[src/exu_pkg.sv]
`default_nettype none

package exu_pkg;

  localparam int XLEN = 32;

  typedef logic [XLEN-1:0] xlen_t;

  typedef enum logic [3:0] {
    ADD  = 4'd0,
    SUB  = 4'd1,
    SLL  = 4'd2,
    SLT  = 4'd3,
    SLTU = 4'd4,
    XOR  = 4'd5,
    SRL  = 4'd6,
    SRA  = 4'd7,
    OR   = 4'd8,
    AND  = 4'd9
  } alu_op_e;

  // same values as the RV32I branch funct3
  typedef enum logic [2:0] {
    BEQ     = 3'd0,
    BNE     = 3'd1,
    BR_NONE = 3'd2,
    BLT     = 3'd4,
    BGE     = 3'd5,
    BLTU    = 3'd6,
    BGEU    = 3'd7
  } brch_op_e;

  typedef enum logic [3:0] {
    MEM_NONE = 4'd0,
    LB       = 4'd1,
    LH       = 4'd2,
    LW       = 4'd3,
    LBU      = 4'd4,
    LHU      = 4'd5,
    SB       = 4'd6,
    SH       = 4'd7,
    SW       = 4'd8
  } mem_op_e;

  // operand pairs src1/src2, src1/imm, pc/4 and pc/imm
  typedef enum logic [1:0] {
    SEL_REG = 2'd0,
    SEL_IMM = 2'd1,
    SEL_PC4 = 2'd2,
    SEL_PCI = 2'd3
  } src_sel_e;

  localparam logic [7:0] AXI_LEN_SINGLE = 8'd0;
  localparam logic [2:0] AXI_SIZE_WORD  = 3'b010;
  localparam logic [1:0] AXI_BURST_INCR = 2'b01;

  function automatic logic is_load(mem_op_e op);
    return op inside {LB, LH, LW, LBU, LHU};
  endfunction

  function automatic logic is_store(mem_op_e op);
    return op inside {SB, SH, SW};
  endfunction

endpackage

`default_nettype wire

[src/exu_alu.sv]
`default_nettype none

module exu_alu import exu_pkg::*; (
  input  xlen_t   i_a,
  input  xlen_t   i_b,
  input  alu_op_e i_op,
  output xlen_t   o_res,
  output logic    o_lt,
  output logic    o_ltu
);

  logic [4:0] shamt;

  assign shamt = i_b[4:0];

  // compares shared with the branch decision
  assign o_lt  = $signed(i_a) < $signed(i_b);
  assign o_ltu = i_a < i_b;

  always_comb begin
    case (i_op)
      ADD: begin
        o_res = i_a + i_b;
      end
      SUB: begin
        o_res = i_a - i_b;
      end
      SLL: begin
        o_res = i_a << shamt;
      end
      SLT: begin
        o_res = {{(XLEN-1){1'b0}}, o_lt};
      end
      SLTU: begin
        o_res = {{(XLEN-1){1'b0}}, o_ltu};
      end
      XOR: begin
        o_res = i_a ^ i_b;
      end
      SRL: begin
        o_res = i_a >> shamt;
      end
      SRA: begin
        // arithmetic shift keeps the sign bit
        o_res = $signed(i_a) >>> shamt;
      end
      OR: begin
        o_res = i_a | i_b;
      end
      AND: begin
        o_res = i_a & i_b;
      end
      default: begin
        o_res = i_a + i_b;
      end
    endcase
  end

endmodule

`default_nettype wire

[src/exu_lsu.sv]
`default_nettype none

module exu_lsu import exu_pkg::*; (
  input  logic       clock,
  input  logic       i_rst_n,
  input  logic       i_req,
  input  xlen_t      i_addr,
  input  xlen_t      i_wdata,
  input  mem_op_e    i_op,
  output logic       o_done,
  output xlen_t      o_rdata,
  output xlen_t      o_m_axi_awaddr,
  output logic       o_m_axi_awvalid,
  input  logic       i_m_axi_awready,
  output logic [7:0] o_m_axi_awlen,
  output logic [2:0] o_m_axi_awsize,
  output logic [1:0] o_m_axi_awburst,
  output xlen_t      o_m_axi_wdata,
  output logic [3:0] o_m_axi_wstrb,
  output logic       o_m_axi_wlast,
  output logic       o_m_axi_wvalid,
  input  logic       i_m_axi_wready,
  input  logic       i_m_axi_bvalid,
  output logic       o_m_axi_bready,
  output xlen_t      o_m_axi_araddr,
  output logic       o_m_axi_arvalid,
  input  logic       i_m_axi_arready,
  output logic [7:0] o_m_axi_arlen,
  output logic [2:0] o_m_axi_arsize,
  output logic [1:0] o_m_axi_arburst,
  input  xlen_t      i_m_axi_rdata,
  input  logic       i_m_axi_rlast,
  input  logic       i_m_axi_rvalid,
  output logic       o_m_axi_rready
);

  typedef enum logic [2:0] {
    ST_IDLE,
    ST_WADDR,
    ST_BRESP,
    ST_RADDR,
    ST_RDATA
  } lsu_state_e;

  lsu_state_e state;
  xlen_t      addr_q;
  xlen_t      wdata_q;
  logic [3:0] strb_q;
  logic [1:0] off_q;
  mem_op_e    op_q;
  xlen_t      wdata_d;
  logic [3:0] strb_d;
  xlen_t      lane;

  // replicate the store data so every lane carries it
  always_comb begin
    case (i_op)
      SB: begin
        wdata_d = {4{i_wdata[7:0]}};
        strb_d  = 4'b0001 << i_addr[1:0];
      end
      SH: begin
        wdata_d = {2{i_wdata[15:0]}};
        strb_d  = 4'b0011 << {i_addr[1], 1'b0};
      end
      default: begin
        wdata_d = i_wdata;
        strb_d  = 4'b1111;
      end
    endcase
  end

  always_ff @(posedge clock) begin
    if (i_req && state == ST_IDLE) begin
      addr_q  <= {i_addr[XLEN-1:2], 2'b00};
      off_q   <= i_addr[1:0];
      op_q    <= i_op;
      wdata_q <= wdata_d;
      strb_q  <= strb_d;
    end
  end

  always_ff @(posedge clock or negedge i_rst_n) begin
    if (!i_rst_n) begin
      state           <= ST_IDLE;
      o_m_axi_awvalid <= 1'b0;
      o_m_axi_wvalid  <= 1'b0;
      o_m_axi_arvalid <= 1'b0;
    end else begin
      case (state)
        ST_IDLE: begin
          if (i_req && is_store(i_op)) begin
            o_m_axi_awvalid <= 1'b1;
            o_m_axi_wvalid  <= 1'b1;
            state           <= ST_WADDR;
          end else if (i_req && is_load(i_op)) begin
            o_m_axi_arvalid <= 1'b1;
            state           <= ST_RADDR;
          end
        end
        ST_WADDR: begin
          // aw and w may be taken on different cycles
          if (i_m_axi_awready) begin
            o_m_axi_awvalid <= 1'b0;
          end
          if (i_m_axi_wready) begin
            o_m_axi_wvalid <= 1'b0;
          end
          if ((!o_m_axi_awvalid || i_m_axi_awready) && (!o_m_axi_wvalid || i_m_axi_wready)) begin
            state <= ST_BRESP;
          end
        end
        ST_BRESP: begin
          if (i_m_axi_bvalid) begin
            state <= ST_IDLE;
          end
        end
        ST_RADDR: begin
          if (i_m_axi_arready) begin
            o_m_axi_arvalid <= 1'b0;
            state           <= ST_RDATA;
          end
        end
        ST_RDATA: begin
          if (i_m_axi_rvalid && i_m_axi_rlast) begin
            state <= ST_IDLE;
          end
        end
        default: begin
          state <= ST_IDLE;
        end
      endcase
    end
  end

  assign o_m_axi_awaddr  = addr_q;
  assign o_m_axi_araddr  = addr_q;
  assign o_m_axi_awlen   = AXI_LEN_SINGLE;
  assign o_m_axi_arlen   = AXI_LEN_SINGLE;
  assign o_m_axi_awsize  = AXI_SIZE_WORD;
  assign o_m_axi_arsize  = AXI_SIZE_WORD;
  assign o_m_axi_awburst = AXI_BURST_INCR;
  assign o_m_axi_arburst = AXI_BURST_INCR;
  assign o_m_axi_wdata   = wdata_q;
  assign o_m_axi_wstrb   = strb_q;
  assign o_m_axi_wlast   = 1'b1;
  assign o_m_axi_bready  = state == ST_BRESP;
  assign o_m_axi_rready  = state == ST_RDATA;

  assign o_done = (state == ST_BRESP && i_m_axi_bvalid) ||
                  (state == ST_RDATA && i_m_axi_rvalid && i_m_axi_rlast);

  // move the addressed byte or half down to bit 0
  assign lane = i_m_axi_rdata >> {off_q, 3'b000};

  always_comb begin
    case (op_q)
      LB:      o_rdata = {{24{lane[7]}}, lane[7:0]};
      LBU:     o_rdata = {24'b0, lane[7:0]};
      LH:      o_rdata = {{16{lane[15]}}, lane[15:0]};
      LHU:     o_rdata = {16'b0, lane[15:0]};
      default: o_rdata = lane;
    endcase
  end

endmodule

`default_nettype wire

[src/exu_stage.sv]
`default_nettype none

module exu_stage import exu_pkg::*; (
  input  logic       clock,
  input  logic       i_rst_n,
  input  logic       i_in_valid,
  output logic       o_in_ready,
  input  xlen_t      i_src1,
  input  xlen_t      i_src2,
  input  xlen_t      i_pc,
  input  xlen_t      i_imm,
  input  alu_op_e    i_alu_op,
  input  brch_op_e   i_brch_op,
  input  mem_op_e    i_mem_op,
  input  src_sel_e   i_src_sel,
  output logic       o_out_valid,
  input  logic       i_out_ready,
  output xlen_t      o_res,
  output logic       o_zero,
  output xlen_t      o_m_axi_awaddr,
  output logic       o_m_axi_awvalid,
  input  logic       i_m_axi_awready,
  output logic [7:0] o_m_axi_awlen,
  output logic [2:0] o_m_axi_awsize,
  output logic [1:0] o_m_axi_awburst,
  output xlen_t      o_m_axi_wdata,
  output logic [3:0] o_m_axi_wstrb,
  output logic       o_m_axi_wlast,
  output logic       o_m_axi_wvalid,
  input  logic       i_m_axi_wready,
  input  logic       i_m_axi_bvalid,
  output logic       o_m_axi_bready,
  output xlen_t      o_m_axi_araddr,
  output logic       o_m_axi_arvalid,
  input  logic       i_m_axi_arready,
  output logic [7:0] o_m_axi_arlen,
  output logic [2:0] o_m_axi_arsize,
  output logic [1:0] o_m_axi_arburst,
  input  xlen_t      i_m_axi_rdata,
  input  logic       i_m_axi_rlast,
  input  logic       i_m_axi_rvalid,
  output logic       o_m_axi_rready
);

  typedef enum logic [2:0] {
    ST_INIT,
    ST_IDLE,
    ST_LSU_REQ,
    ST_LSU_WAIT,
    ST_OUT
  } stage_state_e;

  stage_state_e state;
  xlen_t        src1_q;
  xlen_t        src2_q;
  xlen_t        pc_q;
  xlen_t        imm_q;
  alu_op_e      alu_op_q;
  brch_op_e     brch_op_q;
  mem_op_e      mem_op_q;
  src_sel_e     sel_q;
  xlen_t        alu_a;
  xlen_t        alu_b;
  xlen_t        alu_res;
  logic         alu_lt;
  logic         alu_ltu;
  logic         taken;
  logic         lsu_req;
  logic         lsu_done;
  xlen_t        lsu_rdata;
  xlen_t        load_q;
  logic         accept;

  assign o_in_ready  = state == ST_IDLE;
  assign o_out_valid = state == ST_OUT;
  assign accept      = i_in_valid && o_in_ready;
  assign lsu_req     = state == ST_LSU_REQ;

  always_ff @(posedge clock) begin
    if (accept) begin
      src1_q    <= i_src1;
      src2_q    <= i_src2;
      pc_q      <= i_pc;
      imm_q     <= i_imm;
      alu_op_q  <= i_alu_op;
      brch_op_q <= i_brch_op;
      mem_op_q  <= i_mem_op;
      sel_q     <= i_src_sel;
    end
    if (lsu_done) begin
      load_q <= lsu_rdata;
    end
  end

  // alu and branch results are ready straight after acceptance
  always_ff @(posedge clock or negedge i_rst_n) begin
    if (!i_rst_n) begin
      state <= ST_INIT;
    end else begin
      case (state)
        ST_INIT:     state <= ST_IDLE;
        ST_IDLE:     if (accept) state <= (i_mem_op == MEM_NONE) ? ST_OUT : ST_LSU_REQ;
        ST_LSU_REQ:  state <= ST_LSU_WAIT;
        ST_LSU_WAIT: if (lsu_done) state <= ST_OUT;
        ST_OUT:      if (i_out_ready) state <= ST_IDLE;
        default:     state <= ST_IDLE;
      endcase
    end
  end

  assign alu_a = (sel_q == SEL_PC4 || sel_q == SEL_PCI) ? pc_q : src1_q;

  always_comb begin
    case (sel_q)
      SEL_REG: alu_b = src2_q;
      SEL_PC4: alu_b = 32'd4;
      default: alu_b = imm_q;
    endcase
  end

  exu_alu alu_i (
    .i_a   (alu_a),
    .i_b   (alu_b),
    .i_op  (alu_op_q),
    .o_res (alu_res),
    .o_lt  (alu_lt),
    .o_ltu (alu_ltu)
  );

  // branches run the alu as a subtract
  always_comb begin
    case (brch_op_q)
      BEQ:     taken = alu_res == '0;
      BNE:     taken = alu_res != '0;
      BLT:     taken = alu_lt;
      BGE:     taken = !alu_lt;
      BLTU:    taken = alu_ltu;
      BGEU:    taken = !alu_ltu;
      default: taken = 1'b0;
    endcase
  end

  exu_lsu lsu_i (
    .i_req   (lsu_req),
    .i_addr  (alu_res),
    .i_wdata (src2_q),
    .i_op    (mem_op_q),
    .o_done  (lsu_done),
    .o_rdata (lsu_rdata),
    .*
  );

  always_comb begin
    if (is_load(mem_op_q)) begin
      o_res = load_q;
    end else if (brch_op_q != BR_NONE && mem_op_q == MEM_NONE) begin
      o_res = {{(XLEN-1){1'b0}}, taken};
    end else begin
      // stores return their address, which is the alu sum
      o_res = alu_res;
    end
  end

  assign o_zero = o_res == '0;

endmodule

`default_nettype wire

[config.mk]
export PLATFORM = sky130hd
export DESIGN_NAME = exu_stage
export DESIGN_NICKNAME = d
export VERILOG_FILES = /design/src/exu_pkg.sv /design/src/exu_alu.sv /design/src/exu_lsu.sv /design/src/exu_stage.sv
export SDC_FILE = /design/constraint.sdc
export NUM_CORES = 1
export LEC_CHECK = 0
export ABC_AREA = 1
export BUFFER_PORTS_ARGS = -buffer_cell sky130_fd_sc_hd__buf_4
export CELL_PAD_IN_SITES_DETAIL_PLACEMENT = 2
export CELL_PAD_IN_SITES_GLOBAL_PLACEMENT = 2
export CORE_UTILIZATION = 32
export DETAILED_ROUTE_END_ITERATION = 8
export GPL_TIMING_DRIVEN = 0
export HOLD_SLACK_MARGIN = 0.02
export PLACE_DENSITY = 0.8
export SLEW_MARGIN = 20
export SYNTH_ARGS = -nofsm -noshare
export SYNTH_HDL_FRONTEND = slang
export SYNTH_SLANG_ARGS = --single-unit
[constraint.sdc]
create_clock -name clock -period 15.74 [get_ports clock]
set_input_delay 1.574 -clock clock [delete_from_list [all_inputs] [get_ports clock]]
set_output_delay 1.574 -clock clock [all_outputs]
set_load 0.02 [all_outputs]
==> impl_metrics.json, run 1 <==
{
  "drcViolationCount": 0,
  "drt-vias-per-instance": 5.73,
  "power_uw": 4600,
  "synthCells": 2932,
  "drtIter0Drc": 2199,
  "dieArea_um2": 65400,
  "drive_gt1_share_pct": 14.9,
  "whs_path_depth": 0,
  "post-cts-setup-buffers": 0,
  "setup_violations": 0,
  "fin_util_pct": 40.1,
  "synth_edf_count": 245,
  "cp_slowest_cell": "a21boi_0",
  "max_stage_delay_ps": 800,
  "path_depth": 25,
  "maxSlewHeadroom_pct": 17.3,
  "period_needed_ps": 8900,
  "start_util_pct": 32.5,
  "yosys_warnings": 0,
  "synth_seq_cells": 254,
  "post_drt_wl_per_cell_um": 30.0,
  "crit_family": "simple AND/OR/NAND/NOR gates",
  "io_pins": 350,
  "path_class": "flip-flop to output pin",
  "gp_congestion": 1.02,
  "ir_drop_uv": 87.6,
  "postCtsResizedCells": 0,
  "path_buf_inv": 6,
  "cts_tree": "built",
  "die_x_um": 256,
  "crit_path_frequent_cell": "nand2_1",
  "clock.fmax_ghz": 0.112,
  "clk_pin_slew_ps": 60,
  "min-delay-path-class": "flip-flop to flip-flop",
  "maxCapViolCount": 0,
  "end_kind": "output pin",
  "grt_pass1_vias": 25454,
  "dp.final_hpwl_um": 104000,
  "grt_pass1_wl_um": 180000,
  "worst_pin_slew_ps": 1240,
  "synth_top_flop_cell": "edfxtp_1",
  "reg2reg_depth": 17,
  "yosys-top-cells-count": "nand2_1 (791), nand3_1 (485), inv_1 (353), edfxtp_1 (245), nor2_1 (219)",
  "cts.sinks": 254,
  "clk_path_buf_depth": 3,
  "synth.most_common_cell": "nand2_1",
  "cts_hold_buffers": 0,
  "cts-htree-levels": 1,
  "timing.setup.tns_ps": 0,
  "grt_setup_unrepaired": "no",
  "synth_top_area_share_pct": 35.7,
  "synth_area_leader_cell": "edfxtp_1",
  "cts_made_buffers": 31,
  "synth_area_leaders": "edfxtp_1 (36%), nand2_1 (14%), nand3_1 (12%), inv_1 (6.4%), ha_1 (5.9%)",
  "io_buffers": 318,
  "hold_viol_final": 0,
  "drtAntennaViolNets": 0,
  "area_growth_pct": 23.1,
  "crit_required_ps": 14170,
  "postSynthAreaPerCell_um2": 7.02,
  "power.leakage_uw": 0.0119,
  "r2r_setup_slack_ps": 9860,
  "grt_use_total_pct": 37.6,
  "overflow": 0,
  "slew_violations": 0,
  "cts_root_buffer": "clkbuf_16",
  "nNetsFinal": 3612,
  "clock_latency_ps": 640,
  "status": "finished, final reports clean",
  "finalCritPeriodShare_pct": 56.6,
  "power_density_nw_per_um2": 181,
  "crit_path_start_kind": "flip-flop",
  "yosysSeqAreaShare_pct": 36.8,
  "antenna_found_initial": 3,
  "die_y_um": 256,
  "rows": 92,
  "yosys.cell_types.count": 53,
  "drt_first_pass_iters": 7,
  "fin_skew_ps": 37.7,
  "vias": 24046,
  "core-area_um2": 63300,
  "cp.arrival_ps": 7330,
  "grt_max_degree": 28,
  "cp_max_fo": 10,
  "async_reset_ff_share_pct": 3.54,
  "netlist_area_um2": 20600,
  "routed_wl_um": 126000
}
## registers in the layout, summed over array words and instances (netlist names)
name                   cells
lsu_i.state                3
lsu_i.o_m_axi_wstrb        4
alu_op_q                   4
imm_q                     32
lsu_i.o_m_axi_awvalid      1
src2_q                    32
lsu_i.o_m_axi_arvalid      1
lsu_i.o_m_axi_wvalid       1
sel_q                      2
state                      3
pc_q                      32
mem_op_q                   4
lsu_i.o_m_axi_araddr      30
load_q                    32
lsu_i.off_q                2
src1_q                    32
lsu_i.o_m_axi_wdata       32
lsu_i.op_q                 4
brch_op_q                  3
## layout by cell type (no fill, tap or decap), types with 9 or more instances in the layout
cell type  synthesis  layout
buf_4             68     398
clkinv_1           3      13
o21ai_0          167     166
buf_2             26      26
a221oi_1          11      11
a21boi_0          27      17
clkbuf_1          68      73
edfxtp_1         245     245
conb_1             2      31
o21ai_1            8       9
ha_1              97      97
nor4_1             9       9
o211ai_1          11      11
buf_1             11      11
a22oi_1           10      10
a21boi_1           2      12
o21a_1            14      14
nand4_1           29      29
nand3_1          485     485
clkbuf_16          0      31
inv_1            353     353
nand2_1          791     790
a21oi_1          138     138
o21bai_1          11      11
nor3_1            34      32
nor2_1           219     215
o22ai_1           14      14
dfrtp_1            9       9
## layout make-up
type | count | area (µm²)
Buffer | 177 | 982
Clock buffer | 36 | 795
Multi-Input combinational cell | 2170 | 10800
Inverter | 360 | 1350
Timing Repair Buffer | 336 | 2590
Sequential cell | 254 | 7580
Fill cell | 7480 | 38000
Tap cell | 846 | 1060
Clock inverter | 19 | 179
Antenna cell | 1 | 2.50
## where the power goes
group / internal, µW / switching (µW) / total [µW]
combinational: 745 / 2120 / 2870
sequential: 934 / 71.7 / 1010
clock: 407 / 318 / 726
total: 2090 / 2510 / 4600
## kinds of logic after synthesis
logic type	synth area share, %
mux	0.0486
other cells	0.0365
fa+ha+maj	6.09
xor+xnor	0.170
simple gates	32.9
flops	36.8
compound gates	12.6
buf+inv	11.3
## worst reg2reg max path, cell delays in order (launching register included)
cell and delay, ps:
edfxtp_1 520, buf_2 280, buf_1 300, nand2_1 110, a21boi_0 800, inv_1 150
ha_1 330, clkbuf_1 400, inv_1 220, a21oi_1 240, o21ai_0 230, a21oi_1 330
o21a_1 200, nand3_1 110, nand3_1 100, nand4_1 690, o21ai_0 520, nand2_1 90
## per-layer routing
metal	global-route usage (%)	part of all wire (%)	up-vias	wire length (µm)
met2	59.1	44	1043	55700
met1	51.5	44	12277	55300
met4	13.3	3.9	0	4900
met5	0	0	-	0
met3	6.85	7.9	206	9890
li1	-	-	10520	-
## metrics by stage
| stage | instances | hold WS [ps] | worst slack [ps] | area, µm² |
|---|---|---|---|---|
| after floorplan | 2961 | 450 | 3850 | 20700 |
| after global placement | 4125 | 471 | 26.3 | 24100 |
| after detailed placement | 4143 | 479 | 7580 | 24400 |
| after CTS | 4198 | 497 | 6840 | 25300 |
| after global routing | 4198 | 503 | 6380 | 25400 |
| final | 4199 | 500 | 6840 | 25400 |
## worst paths after layout
| kind | from | endpoint |
|---|---|---|
| min in group asynchronous | i_rst_n | lsu_i.o_m_axi_awvalid |
| max in group asynchronous | i_rst_n | state[0] |
| worst max register to register | sel_q[0] | lsu_i.o_m_axi_wstrb[3] |
| worst max-delay path | sel_q[0] | o_zero |
| worst min-delay path | mem_op_q[2] | lsu_i.op_q[2] |
| worst min register to register | mem_op_q[2] | lsu_i.op_q[2] |
Note: power is estimated with default switching activity, not from simulation.
==> run 2, diff against run 1 <==
- CORE_UTILIZATION: 32 -> 29
- PLACE_DENSITY: 0.8 -> 0.77
- clock period: 15.74 -> 7.25 ns (I/O delays scaled with it)
==> run 2 against run 1 <==
Net effect: cell area rose by 0.99%; combinational power rose by 120%; final cell count rose by 2.1%; critical endpoint unchanged; largest power group unchanged.
==> impl_metrics.json, run 2 (synthesized netlist as in run 1, its figures left out) <==
{
  "status": "finished, final reports clean",
  "overflow": 0,
  "finalCritPeriodShare_pct": 96.5,
  "r2r_end": "lsu_i.o_m_axi_wstrb[3]",
  "p_int_uw": 4520,
  "cp_slowest_cell": "a21boi_2",
  "grt_use_total_pct": 33.0,
  "dieArea_um2": 72100,
  "r2r_start": "sel_q[0]",
  "r2r_setup_slack_ps": 2280,
  "cts_root_buffer": "clkbuf_16",
  "routed_wl_um": 122000,
  "seqPwrFrac_pct": 22.0,
  "io_pins": 350,
  "layout_commonest_cell": "nand2_1",
  "gp_congestion": 1.01,
  "regArea_um2": 7580,
  "power_uw": 9920,
  "cts-htree-levels": 1,
  "drtAntennaViolNets": 0,
  "clock_latency_ps": 630,
  "cp.arrival_ps": 6270,
  "drt_first_pass_iters": 5,
  "cts_made_buffers": 29,
  "post_drt_wl_per_cell_um": 28.4,
  "clock.fmax_ghz": 0.143,
  "power.leakage_uw": 0.0120,
  "path_class": "flip-flop to output pin",
  "whs_path_depth": 1,
  "drcViolationCount": 0,
  "ir_drop_uv": 211,
  "switching_share_pct": 54.4,
  "dp.final_hpwl_um": 102000,
  "clk_pin_slew_ps": 70,
  "rows": 97,
  "clockPowerShare_pct": 15.2,
  "grt_pass1_vias": 24308,
  "final_area_um2": 25600,
  "multi_input_area_um2": 11000,
  "grt_pass1_wl_um": 172000,
  "drive_gt1_share_pct": 15.7,
  "grt_max_degree": 31,
  "fin_skew_ps": 25.9,
  "timing.setup.tns_ps": 0,
  "maxSlewHeadroom_pct": 20.8,
  "core-area_um2": 70100,
  "fin_util_pct": 36.5,
  "hold_viol_final": 0,
  "holdPathEnd": "pc_q[21]",
  "mostFrequentLayoutCells": "nand2_1 (790), nand3_1 (485), buf_4 (388)",
  "maxCapViolCount": 0,
  "drt-vias-per-instance": 5.49,
  "min_from": "i_pc[21]",
  "period_needed_ps": 6990,
  "max_stage_delay_ps": 520,
  "cts_tree": "built",
  "n_fill_cell": 8460,
  "drtIter0Drc": 1841,
  "reg2reg_depth": 20,
  "min-delay-path-class": "input port to flip-flop",
  "cp_max_fo": 10,
  "cts.sinks": 254,
  "crit_required_ps": 6520,
  "worst_pin_slew_ps": 1190,
  "crit_path_start_kind": "flip-flop",
  "antenna_found_initial": 8,
  "slew_violations": 0,
  "combPwrFrac_pct": 62.9,
  "hold_ws_ps": 277,
  "area_growth_pct": 24.4,
  "vias": 23515,
  "start_util_pct": 29.4,
  "setup_violations": 0,
  "die_x_um": 268,
  "switchingPower_uw": 5390,
  "clk_path_buf_depth": 3,
  "die_y_um": 268,
  "power_density_nw_per_um2": 387,
  "io_buffers": 318,
  "end_kind": "output pin",
  "dpl_cell_area_um2": 24500,
  "crit_path_frequent_cell": "nand2_1",
  "nNetsFinal": 3604
}
## run 2: cell type report
| type | count | area share, % |
|---|---|---|
| well taps | 940 | 4.59 |
| flip-flops and latches | 254 | 29.6 |
| diodes | 1 | 0.00977 |
| repair buffers | 333 | 10.2 |
| plain buffers | 174 | 3.82 |
| multi-input cells | 2170 | 42.8 |
| clock buffers | 34 | 2.91 |
| clock inverters | 20 | 0.728 |
| inverters | 360 | 5.28 |
## run 2: how the worst max path moves through the flow
stage / end / start
finish: o_zero / sel_q[0]
global route: o_zero / sel_q[1]
CTS: o_zero / sel_q[0]
detailed placement: o_zero / sel_q[0]
global placement: pc_q[6] / i_in_valid
floorplan: alu_op_q[0] / i_in_valid
## run 2: worst max-delay path: cells and delay by family (launching register included)
family | cells | cell delay [ps]
buffers and inverters | 5 | 1120
flip-flops | 1 | 510
adder cells (fa/ha/maj) | 1 | 300
AO/OA/AOI/OAI | 4 | 1470
AND/OR/NAND/NOR | 16 | 2240
## run 2: per-layer routing
| metal | up-vias | share of wire [%] | track usage, % |
|---|---|---|---|
| li1 | 10511 | - | - |
| met5 | - | 0.032 | 0 |
| met2 | 863 | 45 | 52.0 |
| met1 | 11994 | 46 | 47.0 |
| met4 | 6 | 3.1 | 9.11 |
| met3 | 141 | 6.5 | 4.68 |
## run 2: what timing repair did
action,CTS,global route
hold buffers,1,0
resized for setup,17,37
endpoints found under the setup margin,2,2
setup buffers,2,0
hold endpoints to repair,9,0
pin swaps,0,0
## run 2: power by group through the flow
| stage | Combinational (µW) | Sequential [µW] | Clock, µW |
|---|---|---|---|
| after floorplan | 3360 | 2250 | 0 |
| after global placement | 5750 | 2250 | 0 |
| after detailed placement | 6010 | 2200 | 0 |
| after CTS | 6070 | 2170 | 1540 |
| after global routing | 6630 | 2200 | 1580 |
| final | 6230 | 2180 | 1510 |
## run 2: stage by stage
stage / instances / worst slack (ps)
6_report: 4286 / 257
3_3_place_gp: 4219 / -1710
2_1_floorplan: 2961 / 429
4_1_cts: 4288 / 6.19
5_1_grt: 4285 / -18.1
3_5_place_dp: 4231 / -21.2
==> run 3, diff against run 2 <==
- PLACE_DENSITY: 0.77 -> 0.76
- SYNTH_HIERARCHICAL: unset -> 1
==> run 3 against run 2 <==
Net effect: largest cell class unchanged; synthesized cell count rose by 0.99%; critical path depth fell by 3; global-route usage fell by 0.45 points; power rose by 4.0%; final cell count rose by 1.0%; hold slack got worse by 14 ps; highest routed layer unchanged; register-to-register slack improved by 250 ps; area after synthesis rose by 1.9%; routed wire length rose by 0.78%; critical path type unchanged; cell area rose by 1.9%; critical endpoint unchanged; clock skew barely moved.
==> impl_metrics.json, run 3 <==
{
  "status": "finished, final reports clean",
  "cts-htree-levels": 1,
  "routed_wl_um": 123000,
  "synth-simple-area-share_pct": 34.6,
  "antenna_found_initial": 7,
  "maxSlewHeadroom_pct": 21.9,
  "cp_max_fo": 10,
  "drtIter0Drc": 2054,
  "synth_edf_count": 245,
  "setup_violations": 0,
  "synth_xor_area_share_pct": 0.376,
  "maxCapViolCount": 0,
  "cts_made_buffers": 31,
  "synth_seq_cells": 254,
  "synth_compound_area_share_pct": 9.83,
  "yosysSeqAreaShare_pct": 36.1,
  "core-area_um2": 71500,
  "cp.arrival_ps": 6400,
  "async_reset_ff_share_pct": 3.54,
  "crit_path_frequent_cell": "nand2_1",
  "vias": 23517,
  "synth_area_leaders": "edfxtp_1 (35%), nand2_1 (16%), nand3_1 (11%), inv_1 (6.0%), ha_1 (5.8%)",
  "hold_viol_final": 0,
  "slew_violations": 0,
  "fin_skew_ps": 25.5,
  "start_util_pct": 29.4,
  "grt_pass1_vias": 24723,
  "path_buf_inv": 5,
  "area_growth_pct": 24.4,
  "io_buffers": 318,
  "final_area_um2": 26100,
  "drcViolationCount": 0,
  "postSynthAreaPerCell_um2": 7.09,
  "netlist_area_um2": 21000,
  "drt_first_pass_iters": 5,
  "die_y_um": 271,
  "grt_max_degree": 30,
  "period_needed_ps": 7130,
  "crit_family": "simple AND/OR/NAND/NOR gates",
  "crit_required_ps": 6520,
  "path_cells": "nor2_4, buf_2, a22oi_2, inv_1, clkbuf_1, clkbuf_1, nand2_1, nand2_1, nand2_1, nand3_1, nand3_1, nor2_1, nand3_1, nor2_1, nand3_1, nor2_1, nand2_1, o21ai_0, nand3_1, nand2_1, nand2_1, nor3_2, buf_4",
  "drtAntennaViolNets": 0,
  "n_fill_cell": 8514,
  "grt_use_total_pct": 32.6,
  "dieArea_um2": 73400,
  "fin_util_pct": 36.5,
  "mostFrequentLayoutCells": "nand2_1 (875), nand3_1 (439), buf_4 (391)",
  "clock_latency_ps": 630,
  "min-delay-path-class": "input port to flip-flop",
  "clk_path_buf_depth": 3,
  "cts_tree": "built",
  "crit_path_start_kind": "flip-flop",
  "post_drt_wl_per_cell_um": 28.4,
  "io_pins": 350,
  "synth.most_common_cell": "nand2_1",
  "synthMuxAreaShare_pct": 1.72,
  "power_density_nw_per_um2": 395,
  "max_stage_delay_ps": 920,
  "yosys-top-cells-count": "nand2_1 (875), nand3_1 (442), inv_1 (336), edfxtp_1 (245), nor2_1 (239)",
  "cts_root_buffer": "clkbuf_16",
  "drt-vias-per-instance": 5.43,
  "power.leakage_uw": 0.0124,
  "finalCritPeriodShare_pct": 98.3,
  "synthCells": 2961,
  "power_uw": 10300,
  "rows": 98,
  "dpl_cell_area_um2": 24900,
  "hold_ws_ps": 263,
  "end_kind": "output pin",
  "dp.final_hpwl_um": 103000,
  "yosys.cell_types.count": 52,
  "synth_top_area_share_pct": 35.1,
  "die_x_um": 271,
  "synth_top_family_by_area": "simple AND/OR/NAND/NOR gates",
  "synth_fa_ha_area_share_pct": 5.97,
  "layout_commonest_cell": "nand2_1",
  "cp_slowest_cell": "clkbuf_1",
  "overflow": 0,
  "synth_top_flop_cell": "edfxtp_1",
  "yosys_warnings": 6,
  "gp_congestion": 1.01,
  "cts.sinks": 254,
  "path_class": "flip-flop to output pin",
  "drive_gt1_share_pct": 18.0,
  "grt_pass1_wl_um": 175000,
  "worst_pin_slew_ps": 1170,
  "clk_pin_slew_ps": 60,
  "ir_drop_uv": 205,
  "synth_area_leader_cell": "edfxtp_1",
  "nNetsFinal": 3635,
  "clock.fmax_ghz": 0.140
}
## run 3: changes by cell type after synthesis, moves of 24 or more
cell	change
buf_2	+25
a21oi_1	-38
nand2_1	+84
o21ai_0	-46
nand3_1	-43
a22o_1	+30
a21boi_0	-24
mux2_2	+32
## run 3: final timing paths
path                                        from                      to  slack, ps  cells after the start
max                                     sel_q[0]                  o_zero        120                     23
min                                     i_pc[23]                pc_q[23]        260                      1
max reg2reg                             sel_q[0]  lsu_i/o_m_axi_wstrb[1]       2530                     22
min reg2reg                lsu_i/o_m_axi_arvalid   lsu_i/o_m_axi_arvalid        510                      2
max in group asynchronous                i_rst_n   lsu_i/o_m_axi_arvalid       6650                      2
min in group asynchronous                i_rst_n          lsu_i/state[2]        460                      2
## run 3: final cells by class
class	instances	area, µm²	area share [%]
tap	950	1190	4.56
antenna	2	5.00	0.0192
sequential	254	7580	29.1
inverter	347	1310	5.02
clock buffer	34	787	3.02
clock inverter	24	269	1.03
timing repair buffer	335	2660	10.2
multi-input combinational	2204	11200	43.0
buffer	180	1080	4.14
## run 3: metal layers
metal	track usage (%)	routed length, µm
met5	0	13
met4	7.06	2690
met3	4.96	8010
met2	53.9	57000
met1	44.5	55100
## run 3: kinds of logic (layout without fill, tap and decap cells)
group | after synthesis | in the layout
buffers and inverters | 532 | 920
muxes | 32 | 32
adders and majority gates | 99 | 99
DFF | 254 | 254
other | 2 | 33
AOI/OAI and AO/OA | 346 | 346
and+or+nand+nor | 1687 | 1687
xor gates and xnor gates | 9 | 9
## run 3: power by group
part	switching [µW]	internal, µW	leakage (µW)
sequential	154	2020	0.00236
clock	693	961	0.000507
combinational	4720	1760	0.00949
## run 3: through the flow
step           worst slack, ps  cells  TNS, ps
5_1_grt                  -6.65   4329    -6.65
4_1_cts                   7.30   4329        0
3_5_place_dp              -861   4272    -1500
6_report                   124   4330        0
3_3_place_gp             -1640   4258  -225800
2_1_floorplan              429   2990        0
## run 3: what timing repair did
item                                    in CTS  in global routing
hold buffers                                 1                  0
buffers inserted                             2                  0
endpoints found under the hold margin        9                  0
resized for setup                           22                 21
endpoints found under the setup margin      25                  2
## run 3: worst reg2reg max path: stages (launching register included)
cell      delay [ps]
edfxtp_1         540
nor2_4           230
buf_2            290
a22oi_2          140
inv_1            100
clkbuf_4         250
buf_6            230
ha_1             260
buf_2            180
inv_1            170
nand2_1          120
nand3_1          120
nand3b_1         100
nand2_1          170
nand2_1          150
nand2_1          250
nand2_1          140
nand2_1          180
nor2_1            60
nor2_1           130
nand3_2          270
nor2_1           250
o21ai_0          100
